==> src/cache_pkg.sv <==
package cache_pkg;

	// ------------------------------------------------------------
	// address and data geometry
	// ------------------------------------------------------------
	localparam int BW_WORD_ADDR = 16;                  // word addressed core space
	localparam int BW_BLOCK     = 2;                   // word offset within a block
	localparam int BLOCK_WORDS  = 4;                   // 1 << BW_BLOCK
	localparam int BW_TAG       = BW_WORD_ADDR - BW_BLOCK;
	localparam int BW_DATA      = 32;

	// ------------------------------------------------------------
	// controller states
	// ------------------------------------------------------------
	typedef enum logic [2:0] {
		IDLE,       // wait for a core request
		LOOKUP,     // cam compare, hit handled here
		RESPOND,    // done pulse to the core
		WB_REQ,     // writeback command to buffer
		WB_DATA,    // stream dirty victim out
		FILL_REQ,   // refill command to buffer
		FILL_DATA,  // take refill words in
		UPDATE      // install tag, finish the access
	} ctrl_state_e;

	// ------------------------------------------------------------
	// comm port opcodes, comm_i[31:28]
	// ------------------------------------------------------------
	typedef enum logic [3:0] {
		CMD_NOP   = 4'h0,
		CMD_READ  = 4'h1,   // return counter picked by metric_sel_i
		CMD_CLEAR = 4'h2    // zero all counters
	} comm_op_e;

	// replacement choice once every line is valid
	typedef enum logic {
		REPL_FIFO,
		REPL_LRU
	} repl_policy_e;

endpackage
==> src/cache_fa.sv <==
`timescale 1ns/1ps

module cache_fa #(
	parameter int                      CACHE_BLOCK_CAPACITY = 8,
	parameter cache_pkg::repl_policy_e POLICY               = cache_pkg::REPL_FIFO
)(
	input  logic                               clock_i,
	input  logic                               arst_n_i,
	input  logic [31:0]                        comm_i,
	input  logic [1:0]                         metric_sel_i,
	output logic [31:0]                        comm_o,
	input  logic                               core_req_i,
	input  logic                               core_rw_i,
	input  logic [cache_pkg::BW_WORD_ADDR-1:0] core_add_i,
	input  logic [cache_pkg::BW_DATA-1:0]      core_data_i,
	output logic                               core_done_o,
	output logic [cache_pkg::BW_DATA-1:0]      core_data_o,
	input  logic                               en_i,
	input  logic                               ready_req_i,
	input  logic                               ready_write_i,
	input  logic                               ready_read_i,
	input  logic [cache_pkg::BW_DATA-1:0]      data_i,
	output logic                               hit_o,
	output logic                               req_o,
	output logic                               req_block_o,
	output logic                               rw_o,
	output logic                               write_o,
	output logic                               read_o,
	output logic [cache_pkg::BW_WORD_ADDR-1:0] add_o,
	output logic [cache_pkg::BW_DATA-1:0]      data_o
);

	import cache_pkg::*;

	localparam int BW_LINE = $clog2(CACHE_BLOCK_CAPACITY);

	// ------------------------------------------------------------
	// internal nets
	// ------------------------------------------------------------
	logic [BW_TAG-1:0]           cam_tag, victim_tag;
	logic                        cam_hit, cam_wren, cam_dirty_set, cam_touch;
	logic [BW_LINE-1:0]          cam_line, cam_wr_line, touch_line, victim_line;
	logic                        victim_valid, victim_dirty;
	logic [BW_LINE+BW_BLOCK-1:0] dmem_addr;    // {line, word}
	logic                        dmem_wren;
	logic [BW_DATA-1:0]          dmem_wdata, dmem_rdata;
	logic                        flag_hit, flag_miss, flag_wb;

	tag_cam_fa #(
		.CACHE_BLOCK_CAPACITY (CACHE_BLOCK_CAPACITY),
		.POLICY               (POLICY)
	) u_tag_cam (
		.clock_i (clock_i), .arst_n_i (arst_n_i),
		.tag_i (cam_tag), .wren_i (cam_wren), .line_i (cam_wr_line),
		.dirty_set_i (cam_dirty_set), .touch_i (cam_touch), .touch_line_i (touch_line),
		.hit_o (cam_hit), .line_o (cam_line),
		.victim_line_o (victim_line), .victim_valid_o (victim_valid),
		.victim_dirty_o (victim_dirty), .victim_tag_o (victim_tag)
	);

	cache_data_mem #(
		.CACHE_BLOCK_CAPACITY (CACHE_BLOCK_CAPACITY)
	) u_data_mem (
		.clock_i (clock_i), .addr_i (dmem_addr), .wren_i (dmem_wren),
		.data_i (dmem_wdata), .data_o (dmem_rdata)
	);

	cache_controller #(
		.CACHE_BLOCK_CAPACITY (CACHE_BLOCK_CAPACITY)
	) u_controller (
		.clock_i (clock_i), .arst_n_i (arst_n_i), .enable_i (en_i),
		.core_req_i (core_req_i), .core_rw_i (core_rw_i),
		.core_tag_i (core_add_i[BW_WORD_ADDR-1:BW_BLOCK]),   // tag part
		.core_word_i (core_add_i[BW_BLOCK-1:0]),             // word offset
		.core_data_i (core_data_i), .core_done_o (core_done_o),
		.core_hit_o (hit_o), .core_data_o (core_data_o),
		.cam_tag_o (cam_tag), .cam_hit_i (cam_hit), .cam_line_i (cam_line),
		.cam_wren_o (cam_wren), .cam_line_o (cam_wr_line),
		.cam_dirty_set_o (cam_dirty_set), .cam_touch_o (cam_touch),
		.cam_touch_line_o (touch_line), .cam_victim_line_i (victim_line),
		.cam_victim_valid_i (victim_valid), .cam_victim_dirty_i (victim_dirty),
		.cam_victim_tag_i (victim_tag),
		.mem_addr_o (dmem_addr), .mem_wren_o (dmem_wren),
		.mem_wdata_o (dmem_wdata), .mem_rdata_i (dmem_rdata),
		.mem_ready_i (ready_req_i), .mem_req_o (req_o), .mem_req_block_o (req_block_o),
		.mem_rw_o (rw_o), .mem_addr_block_o (add_o),
		.buffer_read_ready_i (ready_read_i), .buffer_data_i (data_i),
		.buffer_read_ack_o (read_o), .buffer_write_ready_i (ready_write_i),
		.buffer_data_o (data_o), .buffer_write_ack_o (write_o),
		.flag_hit_o (flag_hit), .flag_miss_o (flag_miss), .flag_wb_o (flag_wb)
	);

	cache_perf_counters u_perf (
		.clock_i (clock_i), .arst_n_i (arst_n_i),
		.hit_i (flag_hit), .miss_i (flag_miss), .writeback_i (flag_wb),
		.metric_sel_i (metric_sel_i), .comm_i (comm_i), .comm_o (comm_o)
	);

endmodule

==> src/cache_perf_counters.sv <==
`timescale 1ns/1ps

module cache_perf_counters (
	input  logic        clock_i,
	input  logic        arst_n_i,
	input  logic        hit_i,          // one pulse per event
	input  logic        miss_i,
	input  logic        writeback_i,
	input  logic [1:0]  metric_sel_i,   // 0 hit, 1 miss, 2 wb
	input  logic [31:0] comm_i,
	output logic [31:0] comm_o
);

	import cache_pkg::*;

	comm_op_e    op;
	logic [31:0] hit_cnt_q;
	logic [31:0] miss_cnt_q;
	logic [31:0] wb_cnt_q;
	logic [31:0] sel_cnt;

	// saturate at all ones
	function automatic logic [31:0] sat_inc(input logic [31:0] val, input logic en);
		return (en && (val != '1)) ? val + 1'b1 : val;
	endfunction

	assign op = comm_op_e'(comm_i[31:28]);

	always_comb begin
		case (metric_sel_i)
			2'd0:    sel_cnt = hit_cnt_q;
			2'd1:    sel_cnt = miss_cnt_q;
			2'd2:    sel_cnt = wb_cnt_q;
			default: sel_cnt = '0;
		endcase
	end

	// ------------------------------------------------------------
	// counters and registered reply
	// ------------------------------------------------------------
	always_ff @(posedge clock_i or negedge arst_n_i) begin
		if (!arst_n_i) begin
			hit_cnt_q  <= '0;
			miss_cnt_q <= '0;
			wb_cnt_q   <= '0;
			comm_o     <= '0;
		end else if (op == CMD_CLEAR) begin
			hit_cnt_q  <= '0;
			miss_cnt_q <= '0;
			wb_cnt_q   <= '0;
			comm_o     <= '0;
		end else begin
			hit_cnt_q  <= sat_inc(hit_cnt_q, hit_i);
			miss_cnt_q <= sat_inc(miss_cnt_q, miss_i);
			wb_cnt_q   <= sat_inc(wb_cnt_q, writeback_i);
			if (op == CMD_READ)
				comm_o <= sel_cnt;          // held until next read
		end
	end

endmodule

==> src/cache_controller.sv <==
`timescale 1ns/1ps

module cache_controller #(
	parameter int CACHE_BLOCK_CAPACITY = 8
)(
	input  logic                                    clock_i,
	input  logic                                    arst_n_i,
	input  logic                                    enable_i,

	// core side
	input  logic                                    core_req_i,
	input  logic                                    core_rw_i,      // 1 write
	input  logic [cache_pkg::BW_TAG-1:0]            core_tag_i,
	input  logic [cache_pkg::BW_BLOCK-1:0]          core_word_i,
	input  logic [cache_pkg::BW_DATA-1:0]           core_data_i,
	output logic                                    core_done_o,
	output logic                                    core_hit_o,
	output logic [cache_pkg::BW_DATA-1:0]           core_data_o,

	// tag cam
	output logic [cache_pkg::BW_TAG-1:0]            cam_tag_o,
	input  logic                                    cam_hit_i,
	input  logic [$clog2(CACHE_BLOCK_CAPACITY)-1:0] cam_line_i,
	output logic                                    cam_wren_o,
	output logic [$clog2(CACHE_BLOCK_CAPACITY)-1:0] cam_line_o,
	output logic                                    cam_dirty_set_o,
	output logic                                    cam_touch_o,
	output logic [$clog2(CACHE_BLOCK_CAPACITY)-1:0] cam_touch_line_o,
	input  logic [$clog2(CACHE_BLOCK_CAPACITY)-1:0] cam_victim_line_i,
	input  logic                                    cam_victim_valid_i,
	input  logic                                    cam_victim_dirty_i,
	input  logic [cache_pkg::BW_TAG-1:0]            cam_victim_tag_i,

	// data memory
	output logic [$clog2(CACHE_BLOCK_CAPACITY)+cache_pkg::BW_BLOCK-1:0] mem_addr_o,
	output logic                                    mem_wren_o,
	output logic [cache_pkg::BW_DATA-1:0]           mem_wdata_o,
	input  logic [cache_pkg::BW_DATA-1:0]           mem_rdata_i,

	// external buffer
	input  logic                                    mem_ready_i,    // command accepted
	output logic                                    mem_req_o,
	output logic                                    mem_req_block_o,
	output logic                                    mem_rw_o,
	output logic [cache_pkg::BW_WORD_ADDR-1:0]      mem_addr_block_o,
	input  logic                                    buffer_read_ready_i,
	input  logic [cache_pkg::BW_DATA-1:0]           buffer_data_i,
	output logic                                    buffer_read_ack_o,
	input  logic                                    buffer_write_ready_i,
	output logic [cache_pkg::BW_DATA-1:0]           buffer_data_o,
	output logic                                    buffer_write_ack_o,

	// perf flags
	output logic                                    flag_hit_o,
	output logic                                    flag_miss_o,
	output logic                                    flag_wb_o
);

	import cache_pkg::*;

	localparam int                BW_LINE   = $clog2(CACHE_BLOCK_CAPACITY);
	localparam logic [BW_BLOCK-1:0] LAST_WORD = BW_BLOCK'(BLOCK_WORDS - 1);

	ctrl_state_e         state_q, state_d;
	logic [BW_BLOCK-1:0] cnt_q, cnt_d;          // word within block transfer
	logic                hit_q, hit_d;
	logic [BW_TAG-1:0]   req_tag_q;
	logic [BW_BLOCK-1:0] req_word_q;
	logic                req_rw_q;
	logic [BW_DATA-1:0]  req_data_q;
	logic [BW_LINE-1:0]  vic_line_q;
	logic [BW_TAG-1:0]   vic_tag_q;
	logic [BW_LINE-1:0]  acc_line;             // line touched this cycle

	// ------------------------------------------------------------
	// request and victim capture
	// ------------------------------------------------------------
	always_ff @(posedge clock_i) begin
		if (state_q == IDLE) begin              // last value before LOOKUP is the sample
			req_tag_q  <= core_tag_i;
			req_word_q <= core_word_i;
			req_rw_q   <= core_rw_i;
			req_data_q <= core_data_i;
		end
		if (state_q == LOOKUP) begin
			vic_line_q <= cam_victim_line_i;
			vic_tag_q  <= cam_victim_tag_i;
		end
	end

	always_ff @(posedge clock_i or negedge arst_n_i) begin
		if (!arst_n_i) begin
			state_q <= IDLE;
			cnt_q   <= '0;
			hit_q   <= 1'b0;
		end else begin
			state_q <= state_d;
			cnt_q   <= cnt_d;
			hit_q   <= hit_d;
		end
	end

	assign acc_line = (state_q == LOOKUP) ? cam_line_i : vic_line_q;

	assign cam_tag_o        = req_tag_q;
	assign cam_line_o       = acc_line;
	assign cam_touch_line_o = acc_line;
	assign core_done_o      = (state_q == RESPOND);
	assign core_hit_o       = hit_q;
	assign core_data_o      = mem_rdata_i;      // word addressed in the previous state
	assign buffer_data_o    = mem_rdata_i;      // pipelined victim word
	assign mem_req_block_o  = 1'b1;             // whole blocks only

	// ------------------------------------------------------------
	// next state and strobes
	// ------------------------------------------------------------
	always_comb begin
		state_d            = state_q;
		cnt_d              = cnt_q;
		hit_d              = hit_q;
		cam_wren_o         = 1'b0;
		cam_dirty_set_o    = 1'b0;
		cam_touch_o        = 1'b0;
		mem_addr_o         = {acc_line, req_word_q};
		mem_wren_o         = 1'b0;
		mem_wdata_o        = req_data_q;
		mem_req_o          = 1'b0;
		mem_rw_o           = 1'b0;
		mem_addr_block_o   = {req_tag_q, {BW_BLOCK{1'b0}}};
		buffer_read_ack_o  = 1'b0;
		buffer_write_ack_o = 1'b0;
		flag_hit_o         = 1'b0;
		flag_miss_o        = 1'b0;
		flag_wb_o          = 1'b0;

		case (state_q)
			IDLE: begin
				if (enable_i && core_req_i)
					state_d = LOOKUP;
			end
			LOOKUP: begin
				hit_d = cam_hit_i;
				cnt_d = '0;
				if (cam_hit_i) begin
					flag_hit_o  = 1'b1;
					cam_touch_o = 1'b1;
					state_d     = RESPOND;
					if (req_rw_q) begin             // write hit, word and dirty bit
						mem_wren_o      = 1'b1;
						cam_dirty_set_o = 1'b1;
					end
				end else begin
					flag_miss_o = 1'b1;
					if (cam_victim_valid_i && cam_victim_dirty_i)
						state_d = WB_REQ;
					else
						state_d = FILL_REQ;
				end
			end
			WB_REQ: begin
				mem_req_o        = 1'b1;
				mem_rw_o         = 1'b1;
				mem_addr_block_o = {vic_tag_q, {BW_BLOCK{1'b0}}};
				mem_addr_o       = {vic_line_q, {BW_BLOCK{1'b0}}};  // word 0 ready for WB_DATA
				if (mem_ready_i) begin
					flag_wb_o = 1'b1;
					state_d   = WB_DATA;
				end
			end
			WB_DATA: begin
				// read one word ahead, hold address while stalled
				mem_addr_o         = {vic_line_q, cnt_q + BW_BLOCK'(buffer_write_ready_i)};
				buffer_write_ack_o = buffer_write_ready_i;
				if (buffer_write_ready_i) begin
					cnt_d = cnt_q + 1'b1;
					if (cnt_q == LAST_WORD)
						state_d = FILL_REQ;
				end
			end
			FILL_REQ: begin
				mem_req_o = 1'b1;                   // read, address of request
				if (mem_ready_i)
					state_d = FILL_DATA;
			end
			FILL_DATA: begin
				mem_addr_o  = {vic_line_q, cnt_q};
				mem_wdata_o = buffer_data_i;
				if (buffer_read_ready_i) begin
					buffer_read_ack_o = 1'b1;
					mem_wren_o        = 1'b1;
					cnt_d             = cnt_q + 1'b1;
					if (cnt_q == LAST_WORD)
						state_d = UPDATE;
				end
			end
			UPDATE: begin
				cam_wren_o  = 1'b1;                 // install new tag in victim line
				cam_touch_o = 1'b1;
				if (req_rw_q) begin                 // merge the core word
					mem_wren_o      = 1'b1;
					cam_dirty_set_o = 1'b1;
				end
				state_d = RESPOND;
			end
			RESPOND: state_d = IDLE;
			default: state_d = IDLE;
		endcase
	end

endmodule

==> src/cache_data_mem.sv <==
`timescale 1ns/1ps

module cache_data_mem #(
	parameter int CACHE_BLOCK_CAPACITY = 8
)(
	input  logic                                                       clock_i,
	input  logic [$clog2(CACHE_BLOCK_CAPACITY)+cache_pkg::BW_BLOCK-1:0] addr_i,  // {line, word}
	input  logic                                                       wren_i,
	input  logic [cache_pkg::BW_DATA-1:0]                              data_i,
	output logic [cache_pkg::BW_DATA-1:0]                              data_o
);

	import cache_pkg::*;

	localparam int DEPTH = CACHE_BLOCK_CAPACITY * BLOCK_WORDS;

	logic [BW_DATA-1:0] mem_q [DEPTH];

	// single port, read-first, maps onto block ram
	always_ff @(posedge clock_i) begin
		if (wren_i)
			mem_q[addr_i] <= data_i;
		data_o <= mem_q[addr_i];            // one cycle read latency
	end

endmodule

==> src/tag_cam_fa.sv <==
`timescale 1ns/1ps

module tag_cam_fa #(
	parameter int                      CACHE_BLOCK_CAPACITY = 8,
	parameter cache_pkg::repl_policy_e POLICY               = cache_pkg::REPL_FIFO
)(
	input  logic                                    clock_i,
	input  logic                                    arst_n_i,
	input  logic [cache_pkg::BW_TAG-1:0]            tag_i,          // lookup and install tag
	input  logic                                    wren_i,         // install tag_i at line_i
	input  logic [$clog2(CACHE_BLOCK_CAPACITY)-1:0] line_i,
	input  logic                                    dirty_set_i,    // mark line_i dirty
	input  logic                                    touch_i,        // access, for lru ages
	input  logic [$clog2(CACHE_BLOCK_CAPACITY)-1:0] touch_line_i,
	output logic                                    hit_o,
	output logic [$clog2(CACHE_BLOCK_CAPACITY)-1:0] line_o,         // matching line
	output logic [$clog2(CACHE_BLOCK_CAPACITY)-1:0] victim_line_o,
	output logic                                    victim_valid_o,
	output logic                                    victim_dirty_o,
	output logic [cache_pkg::BW_TAG-1:0]            victim_tag_o
);

	import cache_pkg::*;

	localparam int BW_LINE = $clog2(CACHE_BLOCK_CAPACITY);

	logic [BW_TAG-1:0]               tag_q [CACHE_BLOCK_CAPACITY];
	logic [CACHE_BLOCK_CAPACITY-1:0] valid_q;
	logic [CACHE_BLOCK_CAPACITY-1:0] dirty_q;
	logic [BW_LINE-1:0]              age_q [CACHE_BLOCK_CAPACITY];  // 0 = youngest
	logic [BW_LINE-1:0]              rr_ptr_q;                      // fifo pointer
	logic                            inv_found;
	logic [BW_LINE-1:0]              inv_line;
	logic [BW_LINE-1:0]              old_line;

	// ------------------------------------------------------------
	// parallel compare
	// ------------------------------------------------------------
	always_comb begin
		hit_o  = 1'b0;
		line_o = '0;
		for (int i = 0; i < CACHE_BLOCK_CAPACITY; i++) begin
			if (valid_q[i] && (tag_q[i] == tag_i)) begin
				hit_o  = 1'b1;
				line_o = BW_LINE'(i);
			end
		end
	end

	// ------------------------------------------------------------
	// victim selection
	// ------------------------------------------------------------
	always_comb begin
		inv_found = 1'b0;
		inv_line  = '0;
		old_line  = '0;
		for (int i = CACHE_BLOCK_CAPACITY - 1; i >= 0; i--) begin
			if (!valid_q[i]) begin                                  // lowest free line wins
				inv_found = 1'b1;
				inv_line  = BW_LINE'(i);
			end
			if (age_q[i] == BW_LINE'(CACHE_BLOCK_CAPACITY - 1))
				old_line = BW_LINE'(i);                             // ages are a permutation
		end
	end

	assign victim_line_o  = inv_found ? inv_line :
		(POLICY == REPL_LRU) ? old_line : rr_ptr_q;
	assign victim_valid_o = valid_q[victim_line_o];
	assign victim_dirty_o = dirty_q[victim_line_o];
	assign victim_tag_o   = tag_q[victim_line_o];

	// tag storage, no reset
	always_ff @(posedge clock_i) begin
		if (wren_i)
			tag_q[line_i] <= tag_i;
	end

	always_ff @(posedge clock_i or negedge arst_n_i) begin
		if (!arst_n_i) begin
			valid_q  <= '0;
			dirty_q  <= '0;
			rr_ptr_q <= '0;
			for (int i = 0; i < CACHE_BLOCK_CAPACITY; i++)
				age_q[i] <= BW_LINE'(i);
		end else begin
			if (wren_i) begin
				valid_q[line_i] <= 1'b1;
				dirty_q[line_i] <= 1'b0;     // fresh block is clean
				rr_ptr_q        <= rr_ptr_q + 1'b1;
			end
			if (dirty_set_i)
				dirty_q[line_i] <= 1'b1;     // wins over install clear
			if (touch_i) begin
				for (int i = 0; i < CACHE_BLOCK_CAPACITY; i++) begin
					if (BW_LINE'(i) == touch_line_i)
						age_q[i] <= '0;
					else if (age_q[i] < age_q[touch_line_i])
						age_q[i] <= age_q[i] + 1'b1;   // younger lines age by one
				end
			end
		end
	end

endmodule

==> config.mk <==
export PLATFORM = sky130hd
export DESIGN_NAME = cache_fa
export DESIGN_NICKNAME = d
export VERILOG_FILES = /design/src/cache_pkg.sv /design/src/cache_fa.sv /design/src/cache_perf_counters.sv /design/src/cache_controller.sv /design/src/cache_data_mem.sv /design/src/tag_cam_fa.sv
export SDC_FILE = /design/constraint.sdc
export NUM_CORES = 2
export LEC_CHECK = 0
export ABC_AREA = 1
export BUFFER_PORTS_ARGS = -buffer_cell sky130_fd_sc_hd__buf_2
export CAP_MARGIN = 20
export CORE_ASPECT_RATIO = 0.5
export CORE_UTILIZATION = 45
export CTS_CLUSTER_SIZE = 16
export DETAILED_ROUTE_END_ITERATION = 16
export GPL_TIMING_DRIVEN = 0
export PLACE_DENSITY_LB_ADDON = 0.15
export SYNTH_ARGS = -nofsm -noshare
export SYNTH_HDL_FRONTEND = slang
export SYNTH_HIERARCHICAL = 1
export SYNTH_SLANG_ARGS = --single-unit
==> constraint.sdc <==
create_clock -name clock_i -period 14.2 [get_ports clock_i]
set_input_delay 0.71 -clock clock_i [delete_from_list [all_inputs] [get_ports clock_i]]
set_output_delay 0.71 -clock clock_i [all_outputs]
set_load 0.02 [all_outputs]
## Yosys cells after proc, flatten, opt, wreduce, memory -nomap -nowiden

Memory sizes are Yosys's and may differ from the RTL's. A register that Yosys moved wholly into a read port is not among the register bits.
Index checks and enable logic that the tools add are counted.

- Word-level logic and storage cells: 170
- Bits of input ports: 122
- Memories: 2
- Memory bits (writable): 1136
- Bits in registers: 205

Memories:

| memory | words | bits a word | read ports | clocked after Yosys merged registers in | wr ports | RTL line | source |
|---|---|---|---|---|---|---|---|
| u_data_mem.mem_q | 32 | 32 | 1 | 1 | 1 | cache_data_mem.sv:17 | `logic [BW_DATA-1:0] mem_q [DEPTH];` |
| u_tag_cam.tag_q | 8 | 14 | 9 | 1 | 1 | tag_cam_fa.sv:27 | `logic [BW_TAG-1:0] tag_q [CACHE_BLOCK_CAPACITY];` |

- Reduce and logical (&&, ||, !) cells: 24
- Add/sub/neg operators: 6
- Magnitude comparators: 3
- Eq/ne operators: 30
- Multiplexer cells: 86
- Bitwise gates (word level): 4

Operators by type and width:

| operator | count |
|---|---|
| 2-to-1 mux 32 bit | 9 |
| == test 14 bit | 8 |
| adder 32 x 1 -> 32 bit (second input constant) | 3 |
| inequality test 32 bit (second input constant) | 3 |
| one-hot mux 32 bit (3 select lines) | 1 |
| 2-to-1 mux 3 bit | 23 |
| 2-to-1 mux 1 bit | 38 |
| one-hot mux 3 bit (8 select lines) | 1 |
| 2-to-1 mux 16 bit | 1 |
| 2-to-1 mux 8 bit | 2 |
| OR 8 bit | 2 |
| one-hot mux 5 bit (3 select lines) | 1 |
| logical AND 1 bit | 14 |
| == test 3 bit (second input constant) | 4 |
| inequality test 2 bit (second input constant) | 5 |
| AND 8 bit | 1 |
| < comparator 3 x 4 -> 1 bit (second input constant) | 2 |
| 2-to-1 mux 2 bit | 4 |
| NOT 8 bit | 1 |
| nonzero test 2 bit | 4 |
| AND reduction 7 bit | 1 |
| binary-select mux 1 bit (select 3 bit) | 2 |
| == test 3 x 2 -> 1 bit (second input constant) | 2 |
| one-hot mux 2 bit (3 select lines) | 1 |
| 18 further kinds | 20 |

## Longest topological paths before layout

An unclocked memory read counts as a cell.

- Word-level depth: 20
- Mapped depth: 23

## Hierarchy

The synthesis kept the hierarchy.

By module, submodules not included:

| module | times used | area an instance (µm²) | cells each |
|---|---|---|---|
| cache_data_mem | 1 | 42914.9 | 4091 |
| cache_perf_counters | 1 | 8177.8 | 1208 |
| tag_cam_fa | 1 | 7319.5 | 874 |
| cache_controller | 1 | 3813.7 | 396 |

## Worst setup path before layout

OpenSTA, ideal clock, no wires.

- Path type: reg2reg
- Start point: register u_controller.state_q[2]
- End point: register u_controller.req_tag_q[0] (netlist: u_controller/cam_tag_o[0]) (enable)
- Path buffers: 1
- Cell stages (with the launch flop): 3
- Arrival: 3.953 ns
- Setup time: 0.516 ns
- Data required time: 13.684 ns
- Setup slack: 9.730 ns
- Path through: dfrtp_1 buf_6 nor3_1

- Word-level cells in the longest chain between the ends: 1

Ends and longest elaborated chain:

| item | RTL line | source |
|---|---|---|
| from (decl) | cache_controller.sv:64 | `ctrl_state_e state_q, state_d;` |
| from (signal assigned) | cache_controller.sv:97 | `state_q <= state_d;` |
| zero test 3 bit | cache_controller.sv:79 | `if (state_q == IDLE) begin` |
| to (signal assigned) | cache_controller.sv:80 | `req_tag_q <= core_tag_i;` |
| to (decl) | cache_controller.sv:67 | `logic [BW_TAG-1:0] req_tag_q;` |

No other way between the ends.
A chain may end at the register's enable or synchronous reset.

## Worst setup path in the final report

- Start point: register u_controller.req_tag_q[9] (netlist: u_controller/cam_tag_o[9])
- End point: memory u_data_mem.mem_q[9][12] (enable)

RTL lines:

| item | RTL line | source |
|---|---|---|
| == test 14 bit | tag_cam_fa.sv:43 | `if (valid_q[i] && (tag_q[i] == tag_i)) begin` |
| logical AND 1 bit | tag_cam_fa.sv:43 |  |
| 2-to-1 mux 3 bit (3 in a row) | tag_cam_fa.sv:43 |  |
| 2-to-1 mux 3 bit * | tag_cam_fa.sv:43 |  |
| net cam_line[2] | cache_fa.sv:42 | `logic [BW_LINE-1:0] cam_line, cam_wr_line, touch_line, victim_line;` |
| 2-to-1 mux 3 bit * | cache_controller.sv:103 | `assign acc_line = (state_q == LOOKUP) ? cam_line_i : vic_line_q;` |
| one-hot mux 5 bit (3 select lines) * | cache_controller.sv:136 | `case (state_q)` |
| net dmem_addr[4] | cache_fa.sv:44 | `logic [BW_LINE+BW_BLOCK-1:0] dmem_addr;` |
| to (decl) | cache_data_mem.sv:17 |  |

The timed path passes the listed nets; every way through them passes the cells marked *.

==> results.md <==
- Status: complete, no violations
- Fin. max-slew vios: 0
- Die X: 528 microns
- Slew margin rel.: 25.7%
- Measured slew at the worst slew-check pin: 1.11 ns
- CTS tree: done
- DRT Pass-1 Iters: 6
- Cells after Synth: 6,565
- Max Fanout on Critical Path: 20
- RSZ-0062 raised after global routing: no
- Clk slew on worst S/H paths: 0.07 ns
- Die Y-Extent: 265 microns
- Clock buffer depth: 3
- Vias per std cell: 5.26
- Crit path capture type: flop
- Design area: 71,300 sq um
- Worst setup SP type: flop
- Die Area: 140,000 sq um
- Initial DRC count: 5,361
- Area grow syn2layout: 14.6%
- GR Overflow Total: 0
- Hold Crit Class: input port to flop
- Setup TNS: 0 ns
- Vias in the first global route: 44,100
- Static leakage: 30.3 nW
- First-pass GRT wire length: 287,000 microns
- Htree depth: 3
- WS Path Type: flop to flop
- Worst vdd ir: 0.000131 V
- GRT Overall Usage: 27.8%
- Non-Filler Instances: 8,939
- YS warnings: 6
- WL/cell: 21.9 microns
- Share of cells above drive strength 1: 10.8%
- Max frequency: 167 MHz
- Initial Util: 45.3%
- Worst Path Required: 14.64 ns
- Final #Nets: 7,098
- Buffers on Ports: 209
- Clk Latency, worst-skew pair: 0.79 ns
- Crit path cell chain: buf_2, inv_1, o22ai_1, nor2_1, nand2_1, nor2_1, nand2_1, nand2_1, nor2_1, inv_1, nand2_1, nand2_1, nor3_2, clkbuf_1, inv_1, nor2_4, buf_16
- CTS sink cnt: 1,387
- CTS-repair resized insts: 0
- Most common cell type on the critical path: nand2_1
- IO Pins: 241
- Final period util: 42.3%
- Post-Syn Area per Cell: 9.47 sq um
- DP HPWL: 139,000 microns
- Fillcell total: 12,500
- Fin Clk Skew: 0.0537 ns
- # rows: 96
- Placed cell areas: 67,400 sq um
- Mapped Area: 62,200 sq um
- Crit path buf inv count: 6
- Core Area: 137,000 sq um
- Delay-heaviest family, CP: simple AND/OR/NAND/NOR gates
- Clock buffer count from CTS: 121
- Vias: 47,000
- Largest stage delay, worst path: 0.79 ns
- Routed WL: 196,000 microns
- Post-detailed-route count of antenna-violating nets: 0
- CP max-delay cell: nor3_2
- Gpl congestion: 0.929
- Cell Pwr Density: 204 nW/um^2
- Hold slack final: 0.113 ns
- Remaining DRCs: 0
- Root Buffer: clkbuf_16
- Inst Count DP: 8,707
- Final min period: 6.01 ns
- # setup viols final: 0
- Initial antenna violation count: 12
- WP data arrival: 6.45 ns
- Largest net degree at the start of global routing: 80
- Final Hold Vio Count: 0
- Max cap viols: 0
[repair_timing]
| item | 4_1_cts | 5_1_grt |
|---|---|---|
| hold endpoints to repair | 78 | 0 |
| buffers inserted | 0 | 0 |
| hold buffers | 1 | 0 |
| setup endpoints to repair | 0 | 0 |
[placed cells by master, fill, tap and decap left out, types with 13 or more instances in the layout]
master / n
inv_2: 14
buf_1: 25
nor2_2: 15
o21ai_0: 70
nand2_1: 3485
nor2_4: 43
buf_2: 312
inv_1: 280
buf_12: 23
o22ai_1: 76
xor2_1: 35
nand2_2: 22
buf_16: 31
buf_8: 13
nand3_1: 271
edfxtp_1: 1202
a21oi_1: 42
buf_4: 80
clkinv_1: 23
dfrtp_1: 153
clkbuf_16: 121
nor2_1: 295
o21ai_1: 28
clkbuf_1: 172
nand4_1: 29
clkinv_2: 23
dfxtp_1: 32
xnor2_1: 44
[layer usage]
| metal | GRT usage, % | vias up | wire (microns) |
|---|---|---|---|
| li1 | - | 22000 | - |
| met1 | 40.2 | 22800 | 86500 |
| met2 | 43.4 | 1958 | 87600 |
| met3 | 4.85 | 286 | 16900 |
| met4 | 7.32 | 4 | 5100 |
| met5 | 0 | - | 31 |
[path summary, 6_finish.rpt]
path                                           startpoint                   endpoint  slack, ns  depth (start not counted)
worst max register to register  u_controller/cam_tag_o[9]    u_data_mem/mem_q[9][12]       8.19                         17
worst min register to register           u_perf/comm_o[1]           u_perf/comm_o[1]       0.52                          2
worst min-delay path                        core_add_i[4]  u_controller/cam_tag_o[2]       0.11                          1
max in group asynchronous                        arst_n_i          u_perf/comm_o[24]      12.78                          3
min in group asynchronous                        arst_n_i    u_controller/core_hit_o       0.51                          2
worst max-delay path            u_controller/cam_tag_o[9]    u_data_mem/mem_q[9][12]       8.19                         17
[per-stage QoR]
stage | power (W) | setup WS, ns | util, %
after floorplan | 0.00870 | 9.73 | -
after global placement | 0.0110 | 6.50 | 47.8
after detailed placement | 0.0112 | 8.41 | 49.1
after CTS | 0.0145 | 8.37 | 51.9
after global routing | 0.0153 | 8.07 | 52.0
final | 0.0145 | 8.19 | 52.0
[sequential cells by signal (all words and copies together) (netlist names), 8 cells and up]
register / flops
u_data_mem/mem_q: 1024
u_tag_cam/tag_q: 112
u_controller/req_data_q: 32
u_data_mem/data_o: 32
u_perf/comm_o: 32
u_perf/hit_cnt_q: 32
u_perf/miss_cnt_q: 32
u_perf/wb_cnt_q: 32
u_controller/cam_tag_o: 14
u_controller/vic_tag_q: 14
u_tag_cam/dirty_q: 8
u_tag_cam/valid_q: 8
[report_power, final]
group          switching [W]  internal (W)  total [W]
clock                0.00155       0.00174    0.00330
sequential          0.000168       0.00506    0.00523
combinational        0.00444       0.00156    0.00600
[worst register-to-register path: stages, from the launching register on]
cell      delay, ns
edfxtp_1       0.68
buf_2          0.45
inv_1          0.25
o22ai_1        0.21
nor2_1         0.07
nand2_1        0.08
nor2_1         0.05
nand2_1        0.08
nand2_1        0.10
nor2_1         0.32
inv_1          0.07
nand2_1        0.09
nand2_1        0.35
nor3_2         0.80
clkbuf_1       0.76
inv_1          0.42
nor2_4         0.65
buf_16         0.25
[area by class of cell]
class | instances | area [sq um] | share of cell area, %
tap | 1862 | 2330 | 3.27
clock inverter | 61 | 582 | 0.816
buffer | 349 | 1810 | 2.54
inverter | 297 | 1120 | 1.57
antenna | 2 | 5.00 | 0.00702
sequential | 1387 | 40600 | 56.9
multi-input combinational | 4533 | 19000 | 26.7
timing repair buffer | 281 | 2600 | 3.65
clock buffer | 167 | 3270 | 4.59
(Power assumes the default switching activity.)
